<file path="src/source/box_pkg.sv">
`default_nettype none

// shared widths and sizes for the box filter engine
// every rtl file and the testbench pull these in with a wildcard import
package box_pkg;

	// one sensor pixel, max value 4095
	localparam int PIXEL_W = 12;

	// window edge in pixels
	// the same value is the number of window rows and the number of taps per row
	localparam int WIN_SIZE = 3;

	// one row sum holds three full scale pixels, 3 * 4095 = 12285
	localparam int ROW_SUM_W = 14;

	// box sum of nine full scale pixels is 36855, below 65535
	localparam int BOX_SUM_W = 16;

	// pixels per image line, each line fifo delays by exactly this many strobes
	localparam int FRAME_WIDTH = 10;

	// column counter and line fifo address width, must cover FRAME_WIDTH - 1
	localparam int COL_W = 4;

	// row counter width, it only counts up to WIN_SIZE - 1 and then saturates
	localparam int ROW_W = 2;

endpackage

`default_nettype wire

</file>
<file path="src/source/pixel_capture.sv">
`timescale 1ns/10ps
`default_nettype none

// input stage, registers the strobe and pixel and works out where the pixel sits
module pixel_capture
	import box_pkg::*;
(
	input  logic               clk_os,
	input  logic               reset_os,
	input  logic               i_pixel_valid,  // one strobe per pixel, no back-pressure
	input  logic [PIXEL_W-1:0] i_pixel,
	input  logic               i_frame_start,  // only looked at together with a strobe
	output logic               o_valid,
	output logic [PIXEL_W-1:0] o_pixel,
	output logic               o_window_full
);

	logic [COL_W-1:0] col_cnt;  // column of the next pixel to arrive
	logic [ROW_W-1:0] row_cnt;  // row of the next pixel, stuck at WIN_SIZE - 1
	logic [COL_W-1:0] cur_col;  // position of the pixel on the input right now
	logic [ROW_W-1:0] cur_row;
	logic             last_col;

	// a frame start strobe puts this pixel at row 0, column 0 whatever the counters say
	always_comb
	begin
		if (i_frame_start)
		begin
			cur_col = '0;
			cur_row = '0;
		end
		else
		begin
			cur_col = col_cnt;
			cur_row = row_cnt;
		end
	end

	assign last_col = (cur_col == COL_W'(FRAME_WIDTH - 1));

	// position counters move on strobes only, idle cycles leave them alone
	always_ff @(posedge clk_os or posedge reset_os)
	begin
		if (reset_os)
		begin
			col_cnt <= '0;
			row_cnt <= '0;
		end
		else if (i_pixel_valid)
		begin
			if (last_col)
			begin
				col_cnt <= '0;  // wrap to the start of the next line
				if (cur_row != ROW_W'(WIN_SIZE - 1))
					row_cnt <= cur_row + 1'b1;
				else
					row_cnt <= cur_row;  // beyond row 2 the exact row no longer matters
			end
			else
			begin
				col_cnt <= cur_col + 1'b1;
				row_cnt <= cur_row;
			end
		end
	end

	// strobe and flag, the flag holds between strobes
	always_ff @(posedge clk_os or posedge reset_os)
	begin
		if (reset_os)
		begin
			o_valid       <= 1'b0;
			o_window_full <= 1'b0;
		end
		else
		begin
			o_valid <= i_pixel_valid;  // exactly one cycle per sampled strobe
			if (i_pixel_valid)
				o_window_full <= (cur_col >= COL_W'(WIN_SIZE - 1)) &&
					(cur_row == ROW_W'(WIN_SIZE - 1));
		end
	end

	always_ff @(posedge clk_os)
	begin
		if (i_pixel_valid)
			o_pixel <= i_pixel;  // pixel payload
	end

	// the column counter has to stay inside the line
	a_col_range: assert property (@(posedge clk_os) disable iff (reset_os)
		col_cnt < COL_W'(FRAME_WIDTH));

	// the sensor side is expected to stay quiet while the engine sits in reset
	a_no_strobe_in_reset: assert property (@(posedge clk_os) reset_os |-> !i_pixel_valid);

endmodule

`default_nettype wire

</file>
<file path="src/source/line_fifo.sv">
`timescale 1ns/10ps
`default_nettype none

// one line delay, hands back the sample written FRAME_WIDTH strobes ago
// a single address serves both sides, the old entry is read and then overwritten
module line_fifo
	import box_pkg::*;
(
	input  logic               clk_os,
	input  logic               reset_os,
	input  logic               i_valid,       // advance by one sample
	input  logic [PIXEL_W-1:0] i_pixel,
	output logic [PIXEL_W-1:0] o_line_pixel   // same column, one line earlier
);

	logic [PIXEL_W-1:0] line_mem [FRAME_WIDTH];
	logic [COL_W-1:0]   addr;    // current slot, read now and written on the strobe
	logic               filled;  // set once every slot has been written after reset
	logic               addr_last;

	assign addr_last = (addr == COL_W'(FRAME_WIDTH - 1));

	// read side is combinational so the consumer sees the old sample in the
	// same cycle as the strobe that replaces it
	// before the first full pass the memory holds garbage, show zero instead
	assign o_line_pixel = filled ? line_mem[addr] : '0;

	// address walks one slot per strobe, delay counts strobes and not cycles
	always_ff @(posedge clk_os or posedge reset_os)
	begin
		if (reset_os)
		begin
			addr   <= '0;
			filled <= 1'b0;
		end
		else if (i_valid)
		begin
			if (addr_last)
			begin
				addr   <= '0;
				filled <= 1'b1;  // sticky until the next reset
			end
			else
			begin
				addr <= addr + 1'b1;
			end
		end
	end

	// storage itself
	always_ff @(posedge clk_os)
	begin
		if (i_valid)
			line_mem[addr] <= i_pixel;
	end

	// slot index must never leave the memory
	a_addr_range: assert property (@(posedge clk_os) disable iff (reset_os)
		addr < COL_W'(FRAME_WIDTH));

endmodule

`default_nettype wire

</file>
<file path="src/source/box_row.sv">
`timescale 1ns/10ps
`default_nettype none

// horizontal running sum over the last WIN_SIZE samples of one window row
module box_row
	import box_pkg::*;
(
	input  logic                 clk_os,
	input  logic                 reset_os,
	input  logic                 i_valid,    // one new sample per strobe
	input  logic [PIXEL_W-1:0]   i_pixel,
	output logic [ROW_SUM_W-1:0] o_row_sum   // sum of the current taps
);

	logic [PIXEL_W-1:0]   taps [WIN_SIZE];  // taps[0] is the newest sample
	logic [ROW_SUM_W-1:0] run_sum;
	logic [ROW_SUM_W-1:0] tap_total;        // brute force total, only for checking

	assign o_row_sum = run_sum;

	// the tap line shifts one place per strobe
	always_ff @(posedge clk_os or posedge reset_os)
	begin
		if (reset_os)
		begin
			for (int i = 0; i < WIN_SIZE; i++)
				taps[i] <= '0;
		end
		else if (i_valid)
		begin
			taps[0] <= i_pixel;
			for (int i = 1; i < WIN_SIZE; i++)
				taps[i] <= taps[i-1];
		end
	end

	// add the sample coming in and drop the one falling off the far end
	// the oldest tap is always part of run_sum, so the subtraction never goes negative
	always_ff @(posedge clk_os or posedge reset_os)
	begin
		if (reset_os)
		begin
			run_sum <= '0;
		end
		else if (i_valid)
		begin
			run_sum <= run_sum + ROW_SUM_W'(i_pixel) - ROW_SUM_W'(taps[WIN_SIZE-1]);
		end
	end

	// plain adder over all taps, gives the assertion something independent to compare to
	always_comb
	begin
		tap_total = '0;
		for (int i = 0; i < WIN_SIZE; i++)
			tap_total = tap_total + ROW_SUM_W'(taps[i]);
	end

	// the incremental sum must never drift away from the real tap total
	a_no_drift: assert property (@(posedge clk_os) disable iff (reset_os)
		i_valid |=> (run_sum == tap_total));

endmodule

`default_nettype wire

</file>
<file path="src/source/box_output.sv">
`timescale 1ns/10ps
`default_nettype none

// output stage, adds the row sums into the box sum and lines the flags up with it
module box_output
	import box_pkg::*;
(
	input  logic                 clk_os,
	input  logic                 reset_os,
	input  logic                 i_valid,        // capture strobe, one stage ahead of the row sums
	input  logic                 i_window_full,
	input  logic [ROW_SUM_W-1:0] i_row_sums [WIN_SIZE],
	output logic                 o_sum_valid,
	output logic [BOX_SUM_W-1:0] o_box_sum,
	output logic                 o_window_full   // only ever high together with o_sum_valid
);

	logic                 valid_d;  // strobe delayed to the cycle the row sums are ready
	logic                 full_d;
	logic [BOX_SUM_W-1:0] box_total;

	// widen each row before adding so nine full scale pixels still fit
	always_comb
	begin
		box_total = '0;
		for (int i = 0; i < WIN_SIZE; i++)
			box_total = box_total + BOX_SUM_W'(i_row_sums[i]);
	end

	always_ff @(posedge clk_os or posedge reset_os)
	begin
		if (reset_os)
		begin
			valid_d       <= 1'b0;
			full_d        <= 1'b0;
			o_sum_valid   <= 1'b0;
			o_window_full <= 1'b0;
		end
		else
		begin
			valid_d       <= i_valid;
			full_d        <= i_valid & i_window_full;  // flag is stale between strobes
			o_sum_valid   <= valid_d;
			o_window_full <= valid_d & full_d;
		end
	end

	always_ff @(posedge clk_os)
	begin
		if (valid_d)
			o_box_sum <= box_total;  // holds the last sum while idle
	end

	// a full window sum never goes above nine full scale pixels
	// a larger value means one of the row summers has drifted or wrapped
	a_full_sum_range: assert property (@(posedge clk_os) disable iff (reset_os)
		o_window_full |-> (o_box_sum <= BOX_SUM_W'(WIN_SIZE * WIN_SIZE * ((1 << PIXEL_W) - 1))));

endmodule

`default_nettype wire

</file>
<file path="src/source/box_filter_top.sv">
`timescale 1ns/10ps
`default_nettype none

// 3x3 box filter engine, raster pixels in, box sums out two cycles later
module box_filter_top
	import box_pkg::*;
(
	input  logic                 clk_os,
	input  logic                 reset_os,
	input  logic                 i_pixel_valid,
	input  logic [PIXEL_W-1:0]   i_pixel,
	input  logic                 i_frame_start,
	output logic                 o_sum_valid,
	output logic [BOX_SUM_W-1:0] o_box_sum,
	output logic                 o_window_full
);

	logic                 cap_valid;
	logic [PIXEL_W-1:0]   cap_pixel;     // current line
	logic                 cap_full;
	logic [PIXEL_W-1:0]   line1_pixel;   // same column, one line up
	logic [PIXEL_W-1:0]   line2_pixel;   // same column, two lines up
	logic [ROW_SUM_W-1:0] row_sum_0;
	logic [ROW_SUM_W-1:0] row_sum_1;
	logic [ROW_SUM_W-1:0] row_sum_2;
	logic [ROW_SUM_W-1:0] row_sums [WIN_SIZE];

	// gather the three row sums for the output adder, newest line first
	assign row_sums[0] = row_sum_0;
	assign row_sums[1] = row_sum_1;
	assign row_sums[2] = row_sum_2;

	pixel_capture u_capture (.clk_os(clk_os), .reset_os(reset_os),
		.i_pixel_valid(i_pixel_valid), .i_pixel(i_pixel), .i_frame_start(i_frame_start),
		.o_valid(cap_valid), .o_pixel(cap_pixel), .o_window_full(cap_full));

	// two line delays in series give the two rows above the current one
	line_fifo line_fifo_0 (.clk_os(clk_os), .reset_os(reset_os),
		.i_valid(cap_valid), .i_pixel(cap_pixel), .o_line_pixel(line1_pixel));

	line_fifo line_fifo_1 (.clk_os(clk_os), .reset_os(reset_os),
		.i_valid(cap_valid), .i_pixel(line1_pixel), .o_line_pixel(line2_pixel));

	// one horizontal summer per window row
	box_row box_row_0 (.clk_os(clk_os), .reset_os(reset_os),
		.i_valid(cap_valid), .i_pixel(cap_pixel), .o_row_sum(row_sum_0));

	box_row box_row_1 (.clk_os(clk_os), .reset_os(reset_os),
		.i_valid(cap_valid), .i_pixel(line1_pixel), .o_row_sum(row_sum_1));

	box_row box_row_2 (.clk_os(clk_os), .reset_os(reset_os),
		.i_valid(cap_valid), .i_pixel(line2_pixel), .o_row_sum(row_sum_2));

	box_output u_output (.clk_os(clk_os), .reset_os(reset_os),
		.i_valid(cap_valid), .i_window_full(cap_full), .i_row_sums(row_sums),
		.o_sum_valid(o_sum_valid), .o_box_sum(o_box_sum), .o_window_full(o_window_full));

endmodule

`default_nettype wire

</file>
<file path="config.mk">
export PLATFORM = sky130hd
export DESIGN_NAME = box_filter_top
export DESIGN_NICKNAME = d
export VERILOG_FILES = /design/src/source/box_pkg.sv /design/src/source/pixel_capture.sv /design/src/source/line_fifo.sv /design/src/source/box_row.sv /design/src/source/box_output.sv /design/src/source/box_filter_top.sv
export SDC_FILE = /design/constraint.sdc
export NUM_CORES = 1
export LEC_CHECK = 0
export BUFFER_PORTS_ARGS = -buffer_cell sky130_fd_sc_hd__buf_4
export CAP_MARGIN = 20
export CORE_AREA = 2 2 182 184
export DETAILED_ROUTE_END_ITERATION = 10
export DIE_AREA = 0 0 184 186
export GPL_TIMING_DRIVEN = 0
export PLACE_DENSITY = 0.9
export SYNTH_ARGS = -nofsm -noshare
export SYNTH_HDL_FRONTEND = slang
export SYNTH_SLANG_ARGS = --single-unit
</file>
<file path="constraint.sdc">
create_clock -name clk_os -period 7.8 [get_ports clk_os]
set_input_delay 0.78 -clock clk_os [delete_from_list [all_inputs] [get_ports clk_os]]
set_output_delay 0.78 -clock clk_os [all_outputs]
set_load 0.01 [all_outputs]
</file>
# --- Word-level counts from Yosys, hierarchy flattened ---
# Memories as Yosys holds them, arrays and structs flattened.
# Index checks and enable logic that the tools add are counted.
classes:
  muxes: 11
  bitwise: 2
  reduce_logical: 3
  magnitude_cmp: 1
  n_eq_ne: 5
  add_sub_neg: 12
op_table:
  columns: ["cell", "n"]
  rows:
  - ["$add A14 B12 Y14", 3]
  - ["$sub A14 B12 Y14", 3]
  - ["$mux W12", 2]
  - ["$add A16 B14 Y16", 1]
  - ["$mux W4", 4]
  - ["$add A14 B14 Y15", 1]
  - ["$add A4 B1 Y4 const B", 3]
  - ["$eq A4 B4 Y1 const B", 3]
  - ["$mux W2", 3]
  - ["$ge A4 B2 Y1 const B", 1]
  - ["$reduce_and A2 Y1", 2]
  - ["$add A2 B1 Y2 const B", 1]
  - ["$and A1 B1 Y1", 2]
  - ["$eq A2 B2 Y1 const B", 1]
  - ["$mux W1", 2]
  - ["$ne A2 B2 Y1 const B", 1]
  - ["$logic_and A1 B1 Y1", 1]
word_totals:
  mem_count: 2
  register_bits: 200
  input_bits: 16
  wordCells: 62
  output_inout_bits: 18
  ramBits: 240
mem_list:
  columns: ["name", "depth", "width", "rd", "rd_ports_with_merged_regs", "wr", "line", "rtl"]
  rows:
  - ["line_fifo_0.line_mem", 10, 12, 1, 0, 1, "line_fifo.sv:16", "logic [PIXEL_W-1:0] line_mem [FRAME_WIDTH];"]
  - ["line_fifo_1.line_mem", 10, 12, 1, 0, 1, "line_fifo.sv:16", null]

# --- Depth between registers and ports, before layout ---
# Gate-level depths: netlist of run 1.
logic_depth:
  ltp_word: 4
  ltp_mapped: 17
  depth_no_buf: 16

# --- Cells and area by module ---
# Synthesis of run 1 repeated with hierarchy kept, for this count alone.
hier_totals:
  hier_cells: 1568
  area_unflattened_um2: 21396.8
modules_own_cells:
  columns: ["mod", "seq_area_each_um2", "instances", "area_each_um2", "cells_per_inst"]
  rows:
  - ["line_fifo", 3728.6, 2, 5009.8, 268]
  - ["box_row (box_row_1 ...)", 1251.2, 2, 2850.2, 258]
  - ["box_row (box_row_0)", 1251.2, 1, 2880.3, 258]
  - ["box_output", 580.6, 1, 1971.9, 200]
  - ["pixel_capture", 560.5, 1, 824.5, 58]

# --- Least setup slack after synthesis of run 1 ---
# OpenSTA, ideal clock, no wires.
synth_timing:
  kind: "reg-to-reg"
  startpoint: "reg line_fifo_0.addr[0]"
  endpoint: "reg box_row_1.run_sum[9] (netlist: box_row_1.o_row_sum[9])"
  slack_ps: 3874
  arrival_time_ps: 3801
  period_less_slack_ps: 3926
  required_time_ps: 7675
  path_stages_with_launch: 17
  path_cell_list: "dfrtp_1 > buf_2 > buf_2 > mux4_2 > nand2_1 > nand2_1 > o211ai_1 > fa_1 > inv_1 > ha_1 > a211o_1 > a2111oi_2 > nor2_1 > nor2_2 > o21ai_1 > xor2_1 > mux2_2"
synth_between:
  elab_chain_cells: 4
synth_rtl:
  columns: ["element", "line", "rtl"]
  rows:
  - ["from (decl)", "line_fifo.sv:17", "logic [COL_W-1:0] addr;"]
  - ["from (signal assigned)", "line_fifo.sv:45", "addr <= addr + 1'b1;"]
  - ["$mem_v2 Z10 W12", null, null]
  - ["$mux W12", "line_fifo.sv:26", "assign o_line_pixel = filled ? line_mem[addr] : '0;"]
  - ["$add A14 B12 Y14", "box_row.sv:47", "run_sum <= run_sum + ROW_SUM_W'(i_pixel) - ROW_SUM_W'(taps[WIN_SIZE-1]);"]
  - ["$sub A14 B12 Y14", "box_row.sv:47", null]
  - ["to (signal assigned)", "box_row.sv:47", null]
  - ["to (decl)", "box_row.sv:16", "logic [ROW_SUM_W-1:0] run_sum;"]
# Every way passes these cells.
# A chain may end at the register's enable or synchronous reset.

# --- Final worst setup path of run 1 ---
layout_timing:
  startpoint: "reg line_fifo_0.addr[1]"
  endpoint: "reg box_row_1.run_sum[13] (netlist: box_row_1.o_row_sum[13])"
# The elaborated chain is that of the path after synthesis.

==> results of run 1 <==
-- worst max-delay path by stage --
stage,from,to,slack [ns],cells after the start
2_1_floorplan,reset_os,box_row_0.o_row_sum[0],2.36,1
3_3_place_gp,reset_os,box_row_2.taps[14],0.63,2
3_5_place_dp,line_fifo_0.addr[1],box_row_1.o_row_sum[13],2.99,16
4_1_cts,line_fifo_0.addr[1],box_row_1.o_row_sum[13],2.86,16
5_1_grt,line_fifo_0.addr[1],box_row_1.o_row_sum[13],2.65,16
6_report,line_fifo_0.addr[1],box_row_1.o_row_sum[13],2.78,16
-- registers in the layout, summed over array words and instances, names as in the netlist, 2 cells and up --
name and count:
box_row_0.o_row_sum 14, u_capture.row_cnt 2, box_row_1.taps 36, box_row_2.o_row_sum 14
u_capture.col_cnt 4, box_row_2.taps 36, box_row_1.o_row_sum 14, box_row_0.taps 36
line_fifo_1.line_mem 120, u_capture.o_pixel 12, line_fifo_0.line_mem 120, u_output.o_box_sum 16
line_fifo_0.addr 4, line_fifo_1.addr 4
-- worst register-to-register path: stages (launching register included) --
cell and delay (ns):
dfrtp_1 0.33, buf_2 0.26, clkbuf_1 0.57, mux4_2 0.44, nand2_1 0.08, nand2_1 0.07
o211ai_1 0.52, fa_1 0.56, inv_1 0.14, ha_1 0.29, a211o_1 0.37, a2111oi_2 0.41
o211ai_1 0.20, a31oi_1 0.25, xnor2_1 0.15, nand2_1 0.09, xnor2_1 0.17
-- cell usage after synthesis, types with 4 or more instances --
| cell type | count | area share |
|---|---|---|
| edfxtp_1 | 268 | 0.39 |
| dfrtp_1 | 172 | 0.21 |
| inv_1 | 152 | 0.028 |
| nand2_1 | 122 | 0.022 |
| mux2_2 | 101 | 0.055 |
| ha_1 | 74 | 0.045 |
| mux4_2 | 48 | 0.052 |
| a21oi_1 | 46 | 0.011 |
| o21ai_0 | 43 | 0.010 |
| xnor2_1 | 41 | 0.017 |
| clkbuf_1 | 39 | 0.0071 |
| fa_1 | 38 | 0.037 |
| mux2i_1 | 34 | 0.017 |
| nor2_1 | 34 | 0.0062 |
| o21ai_1 | 32 | 0.0078 |
| o211ai_1 | 31 | 0.011 |
| a21o_1 | 21 | 0.0077 |
| xor2_1 | 18 | 0.0077 |
| nor3_1 | 17 | 0.0041 |
| o21a_1 | 12 | 0.0044 |
| buf_2 | 10 | 0.0024 |
| nand2b_1 | 10 | 0.0030 |
| a31oi_1 | 9 | 0.0027 |
| nor2b_1 | 8 | 0.0024 |
| nand3_1 | 7 | 0.0017 |
| a211o_1 | 6 | 0.0026 |
| a211oi_1 | 6 | 0.0022 |
| a2111oi_2 | 5 | 0.0036 |
| nand4_1 | 5 | 0.0015 |
| nor4_1 | 5 | 0.0015 |
| and2_1 | 4 | 0.0012 |
| nor4b_1 | 4 | 0.0017 |
-- final cells by class --
| type | count | area (sq um) | area share |
|---|---|---|---|
| sequential | 440 | 12400 | 0.535 |
| inverter | 153 | 582 | 0.0252 |
| clock buffer | 56 | 1190 | 0.0514 |
| multi-input combinational | 825 | 7520 | 0.325 |
| tap | 408 | 510 | 0.0221 |
| buffer | 56 | 245 | 0.0106 |
| timing repair buffer | 57 | 478 | 0.0207 |
| clock inverter | 22 | 236 | 0.0102 |
-- cells in the final DEF, fill, tap and decap left out, types with 21 or more instances in the layout --
cell,n
mux2_2,101
a21oi_1,46
edfxtp_1,268
a21o_1,21
clkbuf_1,48
o21ai_0,43
dfrtp_1,172
mux2i_1,34
o21ai_1,32
nand2_1,122
o211ai_1,31
nor2_1,34
clkbuf_16,45
xnor2_1,41
inv_1,151
ha_1,74
mux4_2,48
buf_4,50
fa_1,38
-- kinds of logic after synthesis --
group,count (synthesis),share of synthesized area
multiplexers,183,0.124
AND/OR/NAND/NOR,232,0.0517
adder cells (fa/ha/maj),112,0.0819
flip-flops,440,0.600
XOR/XNOR,59,0.0251
buffers and inverters,209,0.0398
AO/OA/AOI/OAI,239,0.0777
-- per-stage QoR --
stage / util / setup slack (ns) / hold WS, ns / instance area [sq um] / cells
floorplan: - / 2.36 / 0.352 / 20600 / 1474
CTS: 0.717 / 2.86 / 0.316 / 23100 / 2016
global route: 0.718 / 2.65 / 0.349 / 23100 / 2017
detailed placement: 0.673 / 2.99 / 0.443 / 21700 / 1938
finish: 0.718 / 2.78 / 0.293 / 23100 / 2017
global placement: 0.663 / 0.634 / 0.433 / 21400 / 1915
-- metal layers --
layer  share of wire  wire length [um]
met1            0.37             17600
met2            0.51             23700
met3           0.078              3650
met4           0.042              1970
met5               0                 0
==> run_results.csv, run 1 <==
group,metric,value,unit
run_status,outcome,"finished clean",
cts,h-tree-depth,2,
layout,insertedDiodeCount,0,
min_path,hp-class,"in2async",
worst_setup_path,crit_type,"reg2reg",
worst_setup_path,timing.rr.end,"box_row_1.o_row_sum[13]",
synth,yosysWarningCount,0,
layout,n_fill_cell,1909,
worst_setup_path,rr_worst_depth,16,
place,portBuffers,33,
layout,area_growth,12.2,%
layout,num-nets-final,1704,
timing,fmax,0.199,GHz
synth,async_reset_ff_frac,0.391,
cts,clkTransAtPathRegs,0.07,ns
worst_setup_path,cp_slowest_cell,"clkbuf_1",
worst_setup_path,reg2reg_from,"line_fifo_0.addr[1]",
die,die_area,0.0342,sq mm
place,dp_hpwl,31400,um
die,floorplan.rows,66,
global_routing,grtUsageTotal,0.283,
global_routing,busiest_layer,"met2",
global_routing,grt_max_degree,94,
worst_setup_path,crit_fanout,10,
drt,drc,0,
die,die_h,186,um
global_routing,antenna_found_initial,0,
cts,tritoncts,"built",
worst_setup_path,critical_path.top_delay_family,"compound AO/OA/AOI/OAI gates",
cts,cts_root_buf,"clkbuf_16",
timing,rsz0062_at_grt,"false",
timing,clock_skew,0.0264,ns
global_routing,grt_util_met2,0.495,
timing,hold_violations,0,
worst_setup_path,cp-start-kind,"register",
synth,synth_flop_cell,"edfxtp_1",
timing,fin_tns_setup,0,ns
drt,dr.pass1.iters,5,
drt,wl,46900,um
die,start_util,0.640,
timing,setup_viol,0,
synth,synth_area,0.0206,sq mm
timing,tightest_slew,1.03,ns
cts,clockBufferDepth,3,
die,coreArea,0.0322,sq mm
worst_setup_path,crit_required,8.24,ns
synth,yosys.cell_types.count,63,
die,die_w,184,um
synth,synth.avg_cell_area,14.0,sq um
worst_setup_path,critPathArrivalTime,5.46,ns
synth,syn-instance-count,1474,
global_routing,gr-total-overflow,0,
drt,drt_iter0_markers,1376,
worst_setup_path,critPathMaxStageDelay,0.57,ns
cts,cts_resized,0,
cts,numCtsBuffers,43,
cts,cts.sinks,440,
synth,synth_fp_nets,1602,
layout,drive_gt1_frac,0.199,
synth,ys_seq_area_frac,0.600,
worst_setup_path,cp-end-kind,"register",
worst_setup_path,r2r_slack,2.78,ns
timing,layout_min_cycle_time,5.02,ns
timing,slew_headroom,0.308,
global_routing,met3_usage,0.0442,
timing,slew_viol_final,0,
worst_setup_path,critPathBufInv,3,
cts,clock_latency,0.56,ns
cts,post_cts_buffers,0,
synth,synth_edf_count,268,
drt,ant_nets,0,
drt,vias,12800,
global_routing,grt_pass1_vias,13600,
cts,hold_buffers,0,
synth,ys_ff_latch,440,
worst_setup_path,crit_top_cell,"nand2_1",
job,maxCapViolations,0,
die,num_io_pins,34,
timing,period_share,0.644,
worst_setup_path,cp_cell_sequence,"buf_2, clkbuf_1, mux4_2, nand2_1, nand2_1, o211ai_1, fa_1, inv_1, ha_1, a211o_1, a2111oi_2, o211ai_1, a31oi_1, xnor2_1, nand2_1, xnor2_1",
drt,vias_per_cell,6.36,
global_routing,grt_pass1_wl,73200,um
place,gp_congestion,0.965,
drt,wl_per_cell,23.3,um
global_routing,met1_usage,0.355,
Power of run 1 is left out: the tool's default activity adds up to more than one toggle a clock period on the data nets, which glitch-free logic cannot reach.
==> run 2: changes to the inputs <==
ABC_AREA = 1   (was not set)
CORE_AREA = 2 2 188 190   (was 2 2 182 184)
DIE_AREA = 0 0 190 192   (was 0 0 184 186)
PLACE_DENSITY = 0.88   (was 0.9)
clock period = 4.7 ns   (was 7.8 ns; I/O delays follow)
==> run_results.csv, run 2 <==
group,metric,value,unit
drt,vias,16800,
synth,yosysWarningCount,0,
global_routing,antenna_found_initial,1,
worst_setup_path,critPathArrivalTime,4.30,ns
timing,rsz0062_at_grt,"false",
synth,ys_ff_latch,440,
synth,yosys.area_share.simple,0.225,
run_status,outcome,"complete, but fails checks",
drt,dr.pass1.iters,6,
synth,syn-instance-count,2269,
cts,clockBufferDepth,3,
synth,synth_fp_nets,2397,
cts,clock_latency,0.57,ns
min_path,hp-class,"in2async",
layout,mostFrequentLayoutCells,"nand2_1, edfxtp_1, inv_1, nand3_1, dfrtp_1",
job,maxCapViolations,0,
drt,drc,0,
drt,wl_per_cell,19.8,um
run_status,violations,"negative hold slack",
global_routing,gr-total-overflow,0,
layout,final-instance-count-excl-fill,2855,
synth,synth_adder_area_share,0.0787,
drt,drt_iter0_markers,1952,
worst_setup_path,crit_type,"reg2reg",
synth,yosys.cell_types.count,35,
synth,synth_area,0.0214,sq mm
global_routing,grt_pass1_vias,17000,
drt,wl,56500,um
worst_setup_path,crit_fanout,10,
timing,layout_min_cycle_time,3.87,ns
layout,drive_gt1_frac,0.0667,
timing,period_share,0.823,
cts,cts_resized,0,
synth,ys_seq_area_frac,0.576,
synth,synth_top_family_by_area,"simple AND/OR/NAND/NOR gates",
layout,final_common_cell,"nand2_1",
layout,area_growth,11.3,%
synth,synth_area_leader_cell,"edfxtp_1",
place,dp_hpwl,39100,um
layout,fin_area,0.0239,sq mm
layout,reg.largest.list,"line_fifo_0.line_mem x120, line_fifo_1.line_mem x120",
cts,numCtsBuffers,44,
cts,cts_root_buf,"clkbuf_16",
timing,fin_tns_setup,0,ns
synth,synth.area.top_cells,"edfxtp_1, dfrtp_1, nand2_1, inv_1, ha_1",
cts,h-tree-depth,2,
layout,insertedDiodeCount,0,
die,die_h,192,um
synth,synth_flop_cell,"edfxtp_1",
timing,fmax,0.258,GHz
die,coreArea,0.0343,sq mm
timing,setup_viol,0,
synth,synth.most_common_cell,"nand2_1",
timing,clock_skew,0.0308,ns
timing,slew_viol_final,0,
synth,synth_edf_count,268,
place,place_area,0.0224,sq mm
cts,tritoncts,"built",
worst_setup_path,startpoint,"line_fifo_1.addr[1]",
synth,netlist.area_leader.share,0.375,
place,dp.cells,2769,
worst_setup_path,reg2reg_from,"line_fifo_1.addr[1]",
drt,ant_nets,0,
synth,async_reset_ff_frac,0.391,
timing,tightest_slew,1.09,ns
drt,vias_per_cell,5.87,
synth,synth.avg_cell_area,9.45,sq um
worst_setup_path,cp-end-kind,"register",
global_routing,grt_pass1_wl,89100,um
cts,hold_buffers,0,
cts,cts.sinks,440,
die,start_util,0.625,
die,num_io_pins,34,
cts,clkTransAtPathRegs,0.06,ns
worst_setup_path,crit_required,5.13,ns
global_routing,grt_max_degree,45,
synth,synthXorXnorAreaFrac,0.0127,
synth,synthTopCellsByCount,"nand2_1, edfxtp_1, inv_1",
timing,timing.hold.ws,-0.00285,ns
die,die_area,0.0365,sq mm
place,gp_congestion,0.971,
synth,synth_compound_area_frac,0.0437,
cts,post_cts_buffers,0,
timing,hold_violations,3,
die,die_w,190,um
global_routing,grtUsageTotal,0.318,
die,floorplan.rows,68,
worst_setup_path,cp-start-kind,"register",
timing,slew_headroom,0.272,
layout,num-nets-final,2497,
synth,synth.mux.area_fraction,0,
place,portBuffers,33,
==> run 2: critical path, cell delays in order (launching register included) <==
cell and delay [ns]:
dfrtp_1 0.45, inv_2 0.18, clkbuf_1 0.48, nand3_1 0.14, nand4_1 0.22, nand2_1 0.10, nand3_1 0.17, nand2_1 0.11
fa_1 0.50, inv_1 0.04, ha_1 0.34, nand2_1 0.10, o21ai_0 0.42, nand3_1 0.18, nand3_1 0.12, nand2_1 0.05
nand3_1 0.08, nand2_1 0.06
==> run 2: area by class of cell <==
| class | instances | area, sq um |
|---|---|---|
| clock buffers | 59 | 1180 |
| plain buffers | 73 | 354 |
| inverters | 269 | 1010 |
| flip-flops and latches | 440 | 12400 |
| clock inverters | 18 | 163 |
| multi-input cells | 1487 | 7740 |
| well taps | 455 | 569 |
| repair buffers | 54 | 489 |
| fillers | 2386 | 10400 |
==> run 2: metrics by stage <==
stage | setup WS [ns] | util
6_report | 0.831 | 0.696
5_1_grt | 0.626 | 0.696
4_1_cts | 0.940 | 0.693
3_3_place_gp | 0.980 | 0.649
2_1_floorplan | 1.77 | -
3_5_place_dp | 0.995 | 0.654
==> run 2: cell families (layout without fill, tap and decap cells) <==
| family | Yosys count | after routing |
|---|---|---|
| flops | 440 | 440 |
| xor+xnor | 31 | 31 |
| compound gates | 176 | 176 |
| buf+inv | 342 | 473 |
| fa+ha+maj | 112 | 112 |
| simple gates | 1168 | 1168 |
==> run 2: per-layer routing <==
metal	routed length (um)	global-route usage	up-vias
met3	4940	0.0481	205
met2	27900	0.546	918
met4	2550	0.133	0
li1	-	-	7619
met1	21100	0.406	8024
met5	0	0	-
==> run 2: final timing paths <==
check / cells after the start / endpoint / slack [ns]
max reg2reg: 17 / box_row_2.o_row_sum[12] / 0.83
min reg2reg: 0 / u_output.valid_d / 0.44
min: 2 / box_row_1.taps[30] / -0.003
min in group clk_os: 1 / u_capture.o_pixel[1] / 0.08
max in group asynchronous: 4 / u_output.valid_d / 3.79
max: 17 / box_row_2.o_row_sum[12] / 0.83
Power of run 2 is left out for the same reason.
